===== config.mk =====
export PLATFORM = sky130hd
export DESIGN_NAME = fetch
export DESIGN_NICKNAME = d
export VERILOG_FILES = /design/src/rtl/fetch_pkg.sv /design/src/rtl/fetch.sv /design/src/rtl/fetch_btb.sv /design/src/rtl/fetch_icache.sv /design/src/rtl/fetch_pc_gen.sv /design/src/rtl/pre_decode.sv
export SDC_FILE = /design/constraint.sdc
export NUM_CORES = 2
export LEC_CHECK = 0
export BUFFER_PORTS_ARGS = -buffer_cell sky130_fd_sc_hd__buf_2
export CAP_MARGIN = 15
export CORE_MARGIN = 2
export CORE_UTILIZATION = 55
export DETAILED_ROUTE_END_ITERATION = 12
export PLACE_DENSITY = 0.77
export SETUP_SLACK_MARGIN = 0.05
export SLEW_MARGIN = 20
export SYNTH_ARGS = -nofsm -noshare
export SYNTH_HDL_FRONTEND = slang
export SYNTH_HIERARCHICAL = 1
export SYNTH_SLANG_ARGS = --single-unit

===== constraint.sdc =====
create_clock -name clock -period 34.3 [get_ports clock]
set_input_delay 1.715 -clock clock [delete_from_list [all_inputs] [get_ports clock]]
set_output_delay 1.715 -clock clock [all_outputs]
set_load 0.01 [all_outputs]

===== src/rtl/fetch_pkg.sv =====
package fetch_pkg;

  localparam int unsigned XLEN = 32;

  localparam logic [XLEN-1:0] RESET_PC = 32'h8000_0000;

  localparam int unsigned LINE_WORDS = 4; // one refill burst per line.

  localparam int unsigned ICACHE_LINES_DEF = 8;
  localparam int unsigned BTB_ENTRIES_DEF  = 8;

  typedef struct packed {
    logic [XLEN-1:0] pc;
    logic [XLEN-1:0] inst;
  } fetch_out_t;

  typedef struct packed {
    logic            taken;
    logic [XLEN-1:0] target; // only meaningful when taken is set.
  } pred_t;

  typedef struct packed {
    logic            valid;
    logic [XLEN-1:0] target;
  } redirect_t;

  typedef struct packed {
    logic            valid;
    logic [XLEN-1:0] pc;
    logic            taken; // a clear bit removes a matching entry.
    logic [XLEN-1:0] target;
  } btb_upd_t;

  typedef enum logic [2:0] {
    FS_LOOKUP = 3'd0,
    FS_AR     = 3'd1,
    FS_R      = 3'd2,
    FS_FILL   = 3'd3
  } fetch_state_e;

  // Every other major opcode falls through as a plain instruction.
  typedef enum logic [6:0] {
    OP_JAL    = 7'b1101111,
    OP_BRANCH = 7'b1100011
  } opcode_e;

  typedef enum logic [2:0] {
    BEQ  = 3'b000,
    BNE  = 3'b001,
    BLT  = 3'b100,
    BGE  = 3'b101,
    BLTU = 3'b110,
    BGEU = 3'b111
  } br_funct_e;

endpackage


===== src/rtl/fetch.sv =====
`timescale 1ns/1ps

module fetch #(
  parameter logic [fetch_pkg::XLEN-1:0] RESET_PC     = fetch_pkg::RESET_PC,
  parameter int unsigned                ICACHE_LINES = fetch_pkg::ICACHE_LINES_DEF,
  parameter int unsigned                BTB_ENTRIES  = fetch_pkg::BTB_ENTRIES_DEF
) (
  input  logic                       clock,
  input  logic                       rst_n_i,

  output logic                       valid_post_o,
  input  logic                       ready_post_i,
  input  logic                       fetch_raw_i,
  output fetch_pkg::fetch_state_e    fetch_state_o,

  output logic [fetch_pkg::XLEN-1:0] pc_o,
  output logic [fetch_pkg::XLEN-1:0] inst_o,

  output logic                       fetch_rena1_o,
  output logic [4:0]                 fetch_raddr1_o,
  input  logic [fetch_pkg::XLEN-1:0] fetch_rdata1_i,
  output logic                       fetch_rena2_o,
  output logic [4:0]                 fetch_raddr2_o,
  input  logic [fetch_pkg::XLEN-1:0] fetch_rdata2_i,

  output logic                       arvalid_o,
  input  logic                       arready_i,
  output logic [fetch_pkg::XLEN-1:0] araddr_o,
  input  logic                       rvalid_i,
  input  logic                       rlast_i,
  input  logic [fetch_pkg::XLEN-1:0] rdata_i,
  output logic                       rready_o
);

  logic [fetch_pkg::XLEN-1:0] pc;
  logic                       accept;
  logic                       fire;
  fetch_pkg::pred_t           pred_btb;
  fetch_pkg::pred_t           pred_out;
  fetch_pkg::redirect_t       redirect;
  fetch_pkg::btb_upd_t        upd;
  fetch_pkg::fetch_out_t      out;

  assign fire   = valid_post_o && ready_post_i;
  assign pc_o   = out.pc;
  assign inst_o = out.inst;

  fetch_pc_gen #(.RESET_PC(RESET_PC)) fetch_pc_gen_inst (
    .clock      (clock),
    .rst_n_i    (rst_n_i),
    .accept_i   (accept),
    .pred_i     (pred_btb),
    .redirect_i (redirect),
    .pc_o       (pc)
  );

  fetch_btb #(.BTB_ENTRIES(BTB_ENTRIES)) fetch_btb_inst (
    .clock   (clock),
    .rst_n_i (rst_n_i),
    .pc_i    (pc),
    .pred_o  (pred_btb),
    .upd_i   (upd)
  );

  fetch_icache #(.ICACHE_LINES(ICACHE_LINES)) fetch_icache_inst (
    .clock        (clock),
    .rst_n_i      (rst_n_i),
    .pc_i         (pc),
    .pred_i       (pred_btb),
    .accept_o     (accept),
    .redirect_i   (redirect),
    .out_o        (out),
    .pred_o       (pred_out),
    .valid_post_o (valid_post_o),
    .ready_post_i (ready_post_i),
    .fetch_raw_i  (fetch_raw_i),
    .state_o      (fetch_state_o),
    .arvalid_o    (arvalid_o),
    .arready_i    (arready_i),
    .araddr_o     (araddr_o),
    .rvalid_i     (rvalid_i),
    .rlast_i      (rlast_i),
    .rdata_i      (rdata_i),
    .rready_o     (rready_o)
  );

  pre_decode pre_decode_inst (
    .valid_i        (valid_post_o),
    .out_i          (out),
    .pred_i         (pred_out),
    .fire_i         (fire),
    .fetch_rena1_o  (fetch_rena1_o),
    .fetch_raddr1_o (fetch_raddr1_o),
    .fetch_rdata1_i (fetch_rdata1_i),
    .fetch_rena2_o  (fetch_rena2_o),
    .fetch_raddr2_o (fetch_raddr2_o),
    .fetch_rdata2_i (fetch_rdata2_i),
    .redirect_o     (redirect),
    .upd_o          (upd)
  );

endmodule


===== src/rtl/fetch_btb.sv =====
`timescale 1ns/1ps

module fetch_btb #(
  parameter int unsigned BTB_ENTRIES = fetch_pkg::BTB_ENTRIES_DEF
) (
  input  logic                       clock,
  input  logic                       rst_n_i,

  input  logic [fetch_pkg::XLEN-1:0] pc_i,
  output fetch_pkg::pred_t           pred_o,

  input  fetch_pkg::btb_upd_t        upd_i
);

  localparam int unsigned IDX_W = $clog2(BTB_ENTRIES);
  localparam int unsigned TAG_W = fetch_pkg::XLEN - IDX_W - 2;

  logic [BTB_ENTRIES-1:0]     entry_valid_q;
  logic [TAG_W-1:0]           tag_q    [BTB_ENTRIES];
  logic [fetch_pkg::XLEN-1:0] target_q [BTB_ENTRIES];

  logic [IDX_W-1:0] rd_idx;
  logic [TAG_W-1:0] rd_tag;
  logic [IDX_W-1:0] wr_idx;
  logic [TAG_W-1:0] wr_tag;
  logic             wr_match;

  assign rd_idx = pc_i[IDX_W+1:2]; // word index, the low two bits are always zero.
  assign rd_tag = pc_i[fetch_pkg::XLEN-1:IDX_W+2];
  assign wr_idx = upd_i.pc[IDX_W+1:2];
  assign wr_tag = upd_i.pc[fetch_pkg::XLEN-1:IDX_W+2];

  assign wr_match = entry_valid_q[wr_idx] && (tag_q[wr_idx] == wr_tag);

  assign pred_o.taken  = entry_valid_q[rd_idx] && (tag_q[rd_idx] == rd_tag);
  assign pred_o.target = target_q[rd_idx];

  always_ff @(posedge clock) begin
    if (!rst_n_i) begin
      entry_valid_q <= '0;
    end else if (upd_i.valid) begin
      if (upd_i.taken) begin
        entry_valid_q[wr_idx] <= 1'b1;
      end else if (wr_match) begin
        entry_valid_q[wr_idx] <= 1'b0; // stop predicting a branch that fell through.
      end
    end
  end

  always_ff @(posedge clock) begin
    if (upd_i.valid && upd_i.taken) begin
      tag_q[wr_idx]    <= wr_tag;
      target_q[wr_idx] <= upd_i.target;
    end
  end

endmodule


===== src/rtl/fetch_icache.sv =====
`timescale 1ns/1ps

module fetch_icache #(
  parameter int unsigned ICACHE_LINES = fetch_pkg::ICACHE_LINES_DEF
) (
  input  logic                       clock,
  input  logic                       rst_n_i,

  input  logic [fetch_pkg::XLEN-1:0] pc_i,
  input  fetch_pkg::pred_t           pred_i,
  output logic                       accept_o,
  input  fetch_pkg::redirect_t       redirect_i,

  output fetch_pkg::fetch_out_t      out_o,
  output fetch_pkg::pred_t           pred_o,
  output logic                       valid_post_o,
  input  logic                       ready_post_i,
  input  logic                       fetch_raw_i,
  output fetch_pkg::fetch_state_e    state_o,

  output logic                       arvalid_o,
  input  logic                       arready_i,
  output logic [fetch_pkg::XLEN-1:0] araddr_o,
  input  logic                       rvalid_i,
  input  logic                       rlast_i,
  input  logic [fetch_pkg::XLEN-1:0] rdata_i,
  output logic                       rready_o
);

  localparam int unsigned WORD_W = $clog2(fetch_pkg::LINE_WORDS);
  localparam int unsigned OFF_W  = WORD_W + 2;
  localparam int unsigned IDX_W  = $clog2(ICACHE_LINES);
  localparam int unsigned LINE_W = fetch_pkg::XLEN - OFF_W;
  localparam int unsigned TAG_W  = LINE_W - IDX_W;

  logic [ICACHE_LINES-1:0]    line_valid_q;
  logic [TAG_W-1:0]           tag_q  [ICACHE_LINES];
  logic [fetch_pkg::XLEN-1:0] data_q [ICACHE_LINES][fetch_pkg::LINE_WORDS];

  fetch_pkg::fetch_state_e state_q;
  logic [WORD_W-1:0]       beat_q;
  logic [LINE_W-1:0]       fill_line_q;

  fetch_pkg::fetch_out_t out_q;
  fetch_pkg::pred_t      pred_q;
  logic                  out_valid_q;

  logic [IDX_W-1:0]  idx;
  logic [TAG_W-1:0]  tag;
  logic [WORD_W-1:0] word;
  logic [IDX_W-1:0]  fill_idx;
  logic              hit;
  logic              fire;
  logic              reg_free;
  logic              lookup_ok;
  logic              miss_start;

  assign idx      = pc_i[OFF_W+IDX_W-1:OFF_W];
  assign tag      = pc_i[fetch_pkg::XLEN-1:OFF_W+IDX_W];
  assign word     = pc_i[OFF_W-1:2];
  assign fill_idx = fill_line_q[IDX_W-1:0];
  assign hit      = line_valid_q[idx] && (tag_q[idx] == tag);

  assign valid_post_o = out_valid_q && !fetch_raw_i;
  assign fire         = valid_post_o && ready_post_i;
  assign reg_free     = !out_valid_q || fire;

  // With the output register free or draining without a redirect, the pc is on the correct path.
  assign lookup_ok  = (state_q == fetch_pkg::FS_LOOKUP) && reg_free && !redirect_i.valid;
  assign accept_o   = lookup_ok && hit;
  assign miss_start = lookup_ok && !hit;

  always_ff @(posedge clock) begin
    if (!rst_n_i) begin
      state_q      <= fetch_pkg::FS_LOOKUP;
      beat_q       <= '0;
      line_valid_q <= '0;
    end else begin
      case (state_q)
        fetch_pkg::FS_LOOKUP: begin
          if (miss_start) begin
            state_q           <= fetch_pkg::FS_AR;
            beat_q            <= '0;
            line_valid_q[idx] <= 1'b0; // the old line is overwritten beat by beat.
          end
        end
        fetch_pkg::FS_AR: begin
          if (arready_i) begin
            state_q <= fetch_pkg::FS_R;
          end
        end
        fetch_pkg::FS_R: begin
          if (rvalid_i) begin
            beat_q <= beat_q + 1'b1;
            if (rlast_i) begin
              state_q <= fetch_pkg::FS_FILL;
            end
          end
        end
        fetch_pkg::FS_FILL: begin
          line_valid_q[fill_idx] <= 1'b1;
          state_q                <= fetch_pkg::FS_LOOKUP;
        end
        default: state_q <= fetch_pkg::FS_LOOKUP;
      endcase
    end
  end

  always_ff @(posedge clock) begin
    if (miss_start) begin
      fill_line_q <= pc_i[fetch_pkg::XLEN-1:OFF_W];
    end
    if (state_q == fetch_pkg::FS_R && rvalid_i) begin
      data_q[fill_idx][beat_q] <= rdata_i;
    end
    if (state_q == fetch_pkg::FS_FILL) begin
      tag_q[fill_idx] <= fill_line_q[LINE_W-1:IDX_W];
    end
  end

  always_ff @(posedge clock) begin
    if (!rst_n_i) begin
      out_valid_q <= 1'b0;
    end else if (accept_o) begin
      out_valid_q <= 1'b1;
    end else if (fire) begin
      out_valid_q <= 1'b0;
    end
  end

  always_ff @(posedge clock) begin
    if (accept_o) begin
      out_q.pc   <= pc_i;
      out_q.inst <= data_q[idx][word];
      pred_q     <= pred_i;
    end
  end

  assign out_o    = out_q;
  assign pred_o   = pred_q;
  assign state_o  = state_q;

  assign arvalid_o = (state_q == fetch_pkg::FS_AR);
  assign araddr_o  = {fill_line_q, {OFF_W{1'b0}}};
  assign rready_o  = (state_q == fetch_pkg::FS_R);

endmodule


===== src/rtl/fetch_pc_gen.sv =====
`timescale 1ns/1ps

module fetch_pc_gen #(
  parameter logic [fetch_pkg::XLEN-1:0] RESET_PC = fetch_pkg::RESET_PC
) (
  input  logic                       clock,
  input  logic                       rst_n_i,

  input  logic                       accept_i,
  input  fetch_pkg::pred_t           pred_i,
  input  fetch_pkg::redirect_t       redirect_i,

  output logic [fetch_pkg::XLEN-1:0] pc_o
);

  logic [fetch_pkg::XLEN-1:0] pc_q;
  logic [fetch_pkg::XLEN-1:0] pc_seq;
  logic [fetch_pkg::XLEN-1:0] pc_next;

  assign pc_seq = pc_q + 32'd4;

  always_comb begin
    if (redirect_i.valid) begin
      pc_next = redirect_i.target; // the resolved path wins over any prediction.
    end else if (accept_i) begin
      pc_next = pred_i.taken ? pred_i.target : pc_seq;
    end else begin
      pc_next = pc_q;
    end
  end

  always_ff @(posedge clock) begin
    if (!rst_n_i) begin
      pc_q <= RESET_PC;
    end else begin
      pc_q <= pc_next;
    end
  end

  assign pc_o = pc_q;

endmodule


===== src/rtl/pre_decode.sv =====
`timescale 1ns/1ps

module pre_decode (
  input  logic                       valid_i,
  input  fetch_pkg::fetch_out_t      out_i,
  input  fetch_pkg::pred_t           pred_i,
  input  logic                       fire_i,

  output logic                       fetch_rena1_o,
  output logic [4:0]                 fetch_raddr1_o,
  input  logic [fetch_pkg::XLEN-1:0] fetch_rdata1_i,

  output logic                       fetch_rena2_o,
  output logic [4:0]                 fetch_raddr2_o,
  input  logic [fetch_pkg::XLEN-1:0] fetch_rdata2_i,

  output fetch_pkg::redirect_t       redirect_o,
  output fetch_pkg::btb_upd_t        upd_o
);

  fetch_pkg::opcode_e   opcode;
  fetch_pkg::br_funct_e funct;

  logic [fetch_pkg::XLEN-1:0] inst;
  logic [fetch_pkg::XLEN-1:0] imm_j;
  logic [fetch_pkg::XLEN-1:0] imm_b;
  logic [fetch_pkg::XLEN-1:0] pc_seq;
  logic [fetch_pkg::XLEN-1:0] real_next;
  logic [fetch_pkg::XLEN-1:0] pred_next;
  logic                       is_jal;
  logic                       is_br;
  logic                       cond;
  logic                       real_taken;
  logic                       mispredict;

  assign inst   = out_i.inst;
  assign opcode = fetch_pkg::opcode_e'(inst[6:0]);
  assign funct  = fetch_pkg::br_funct_e'(inst[14:12]);

  assign imm_j = {{11{inst[31]}}, inst[31], inst[19:12], inst[20], inst[30:21], 1'b0};
  assign imm_b = {{19{inst[31]}}, inst[31], inst[7], inst[30:25], inst[11:8], 1'b0};

  assign is_jal = valid_i && (opcode == fetch_pkg::OP_JAL);
  assign is_br  = valid_i && (opcode == fetch_pkg::OP_BRANCH);

  assign fetch_rena1_o  = is_br;
  assign fetch_rena2_o  = is_br;
  assign fetch_raddr1_o = inst[19:15];
  assign fetch_raddr2_o = inst[24:20];

  always_comb begin
    case (funct)
      fetch_pkg::BEQ:  cond = (fetch_rdata1_i == fetch_rdata2_i);
      fetch_pkg::BNE:  cond = (fetch_rdata1_i != fetch_rdata2_i);
      fetch_pkg::BLT:  cond = ($signed(fetch_rdata1_i) < $signed(fetch_rdata2_i));
      fetch_pkg::BGE:  cond = ($signed(fetch_rdata1_i) >= $signed(fetch_rdata2_i));
      fetch_pkg::BLTU: cond = (fetch_rdata1_i < fetch_rdata2_i);
      fetch_pkg::BGEU: cond = (fetch_rdata1_i >= fetch_rdata2_i);
      default:         cond = 1'b0; // reserved funct3 values never branch.
    endcase
  end

  assign pc_seq     = out_i.pc + 32'd4;
  assign real_taken = is_jal || (is_br && cond);

  always_comb begin
    if (is_jal) begin
      real_next = out_i.pc + imm_j;
    end else if (is_br && cond) begin
      real_next = out_i.pc + imm_b;
    end else begin
      real_next = pc_seq;
    end
  end

  assign pred_next  = pred_i.taken ? pred_i.target : pc_seq;
  assign mispredict = (real_next != pred_next);

  assign redirect_o.valid  = fire_i && mispredict;
  assign redirect_o.target = real_next;

  assign upd_o.valid  = fire_i && mispredict; // the BTB only learns from mistakes.
  assign upd_o.pc     = out_i.pc;
  assign upd_o.taken  = real_taken;
  assign upd_o.target = real_next;

endmodule


==> flow_metrics.py <==
metrics = {
    "layout": {
        "layout.nets": 5106,
        "drive_gt1_share_pct": 24.8,
        "area_delta_synth_final_pct": 11.3,
    },
    "power": {
        "power_density_nw_per_um2": 53.1,
        "p_leak_nw": 29.8,
        "ir_drop_mv": 0.0580,
    },
    "hold_path": {
        "hold_depth": 0,
        "hp-class": "register to register",
        "hp-start": "fetch_pc_gen_inst/pc_o[1]",
        "whs_endpoint": "fetch_icache_inst/out_o[33]",
    },
    "synthesis": {
        "syn-instance-count": 4712,
        "netlist_area_um2": 81300,
        "avgSynthCellArea_um2": 17.3,
        "synth_warnings": 6,
    },
    "setup_path": {
        "cp_slowest_cell": "nor3_4",
        "cp-end-kind": "register",
        "critical_path_required_ns": 35.04,
        "r2r_cells": 22,
        "crit_path_max_fanout": 130,
        "reg2reg_slack_ns": 25.16,
        "path_delay_family": "simple AND/OR/NAND/NOR gates",
        "crit_arrival_ns": 10.22,
        "reg2reg_from": "fetch_icache_inst/out_o[39]",
        "cp_cell_sequence": "buf_2 > ha_1 > a21oi_1 > o21ai_0 > a221oi_1 > a31oi_1 > a311oi_2 > mux2_4 > nor3_4 > nand2_1 > a31oi_1 > xnor2_1 > nor4b_1 > nand4_1 > o41a_1 > buf_4 > nor2b_1 > nand2_1 > nor4_2 > buf_12 > or2_2 > o21ai_0 > or4_1 > o211ai_1",
        "worstSetupPathType": "primary input to register",
        "slowest_delay_ns": 0.91,
        "worst_setup_path_start_kind": "primary input",
        "crit_buf_inv": 3,
        "rr_endpoint": "fetch_pc_gen_inst/pc_o[24]",
    },
    "global_route": {
        "grt_usage_pct": 29.9,
        "grt_max_degree": 131,
        "grt_pass1_vias": 46600,
        "antenna_found_initial": 21,
        "overflow": 0,
        "grt_pass1_wl_mm": 326,
    },
    "timing": {
        "setup_viol": 0,
        "drv_slew": 0,
        "fin_tns_setup_ns": 0,
        "period_needed_ns": 9.48,
        "hold_viol": 0,
        "tightest_slew_ns": 1.18,
        "hold_ws_ns": 0.434,
        "slew_headroom_pct": 20.8,
        "fmax_mhz": 106,
        "rsz0062_at_grt": "false",
        "period_share_pct": 27.6,
        "fin_skew_ns": 0.0489,
    },
    "clock_tree": {
        "ctsResizeCount": 0,
        "cts_buffers": 182,
        "cts.sinks": 1874,
        "post_cts.repair.setup_buffers": 0,
        "cts_max_level": 4,
        "cts-root-buf": "clkbuf_16",
        "cts_buffer_depth": 3,
        "cts_tree": "yes",
        "cts.reportedPaths.clkPinSlew_ns": 0.06,
        "clk_latency_ns": 0.83,
        "ctsHoldBuffers": 0,
    },
    "floorplanning": {
        "core-area_um2": 147000,
        "die_area_um2": 151000,
        "die_w_um": 388,
        "die_h_um": 388,
        "io-pin-count": 217,
        "placementRows": 141,
        "initial_utilization_pct": 55.2,
    },
    "drt": {
        "vias": 47500,
        "drt_iter0_markers": 6741,
        "drt-wirelength-per-cell_um": 32.5,
        "first_pass_iters": 9,
        "ant_nets": 0,
        "remaining_drc_errors": 0,
        "via_per_inst": 6.79,
        "wirelength_mm": 227,
    },
    "placed_design": {
        "dp_hpwl_mm": 135,
        "numPortBuffers": 211,
        "gp_congestion": 0.982,
    },
    "run": {
        "cap_viol_max_count": 0,
    },
    "outcome": {
        "run_status": "finished clean",
    },
}
[flip-flops by register name, indices dropped and copies added, names as in the netlist, named ones only]
name                            cells
fetch_btb_inst/target_q           256
fetch_icache_inst/tag_q           200
fetch_icache_inst/state_o           2
fetch_icache_inst/out_valid_q       1
fetch_pc_gen_inst/pc_o             32
fetch_icache_inst/line_valid_q      8
fetch_icache_inst/fill_line_q      28
fetch_icache_inst/out_o            64
fetch_icache_inst/beat_q            2
fetch_btb_inst/tag_q              216
fetch_icache_inst/data_q         1024
fetch_icache_inst/pred_o           33
[how the worst max path moves through the flow]
stage | start | end | slack (ns) | cells after the start
2_1_floorplan | fetch_rdata2_i[23] | fetch_pc_gen_inst/pc_o[30] | 16.90 | 23
3_3_place_gp | fetch_rdata1_i[7] | fetch_pc_gen_inst/pc_o[24] | 24.59 | 24
3_5_place_dp | fetch_rdata1_i[7] | fetch_pc_gen_inst/pc_o[24] | 24.41 | 24
4_1_cts | fetch_rdata1_i[7] | fetch_pc_gen_inst/pc_o[24] | 25.17 | 24
5_1_grt | fetch_rdata1_i[7] | fetch_pc_gen_inst/pc_o[24] | 24.46 | 24
6_report | fetch_rdata1_i[7] | fetch_pc_gen_inst/pc_o[24] | 24.82 | 24
[power breakdown]
| part | switching (W) | internal [W] |
|---|---|---|
| clock | 0.000871 | 0.00116 |
| sequential | 0.0000404 | 0.00257 |
| combinational | 0.000122 | 0.0000443 |
[worst reg2reg max path, cell delays in order (launching register included)]
cell,delay [ns]
edfxtp_1,0.70
ha_1,0.68
a21oi_1,0.11
o21ai_0,0.44
a2111oi_0,0.14
nor4_1,0.76
a41oi_1,0.53
o21ai_1,0.65
a311oi_1,0.12
nor4_1,0.49
or3_1,0.40
xnor2_1,0.20
a32oi_1,0.15
o41a_1,0.44
buf_4,0.28
nor2b_1,0.35
nand2_1,0.23
nor4_2,0.32
buf_12,0.60
or2_2,0.66
o21ai_0,0.19
or4_1,0.53
o211ai_1,0.10
[layout make-up]
cell class	count	area, um2
diodes	7	17.5
clock buffers	219	4790
clock inverters	108	1280
fillers	10200	56800
inverters	84	318
multi-input cells	2435	23800
flip-flops and latches	1874	55800
well taps	1930	2410
repair buffers	338	2070
[cell usage in the layout (no fill, tap or decap), types with 21 or more instances in the layout]
master / count
edfxtp_1: 1821
mux4_2: 412
nand2_1: 216
buf_2: 211
clkbuf_16: 184
nor2_1: 163
mux2i_1: 162
a21oi_1: 160
mux2_2: 128
buf_4: 122
o21ai_0: 120
xnor2_1: 102
nand3_1: 86
ha_1: 86
a22oi_1: 82
inv_1: 78
dfxtp_1: 48
nor3_1: 43
xor2_1: 38
nor2_4: 37
a31oi_1: 37
clkinv_1: 35
nand4_1: 35
o22ai_1: 33
a211oi_1: 32
clkbuf_1: 30
clkinv_2: 29
nor4_1: 27
a221oi_1: 27
nand2b_1: 23
a21o_1: 22
bufinv_16: 21
[routing by layer]
metal  vias up  global-route usage (%)  wire length (um)
met2      3130                    48.4            110000
met3       587                    6.94             25300
li1      19500                       -                 -
met5         -                       0               107
met1     24300                    39.5             82100
met4        16                    11.7              9450
[metrics by stage]
| step | power (W) | utilization, % | setup slack [ns] | area, um2 | std cells |
|---|---|---|---|---|---|
| 6_report | 0.00481 | 61.4 | 24.82 | 90500 | 6995 |
| 3_5_place_dp | 0.00282 | 57.3 | 24.41 | 84400 | 6660 |
| 4_1_cts | 0.00482 | 61.4 | 25.17 | 90500 | 6987 |
| 5_1_grt | 0.00492 | 61.4 | 24.46 | 90500 | 6992 |
| 2_1_floorplan | 0.00272 | - | 16.90 | 81300 | 4716 |
| 3_3_place_gp | 0.00281 | 57.3 | 24.59 | 84400 | 6660 |
No activity file was read; power rests on OpenSTA's default activity.
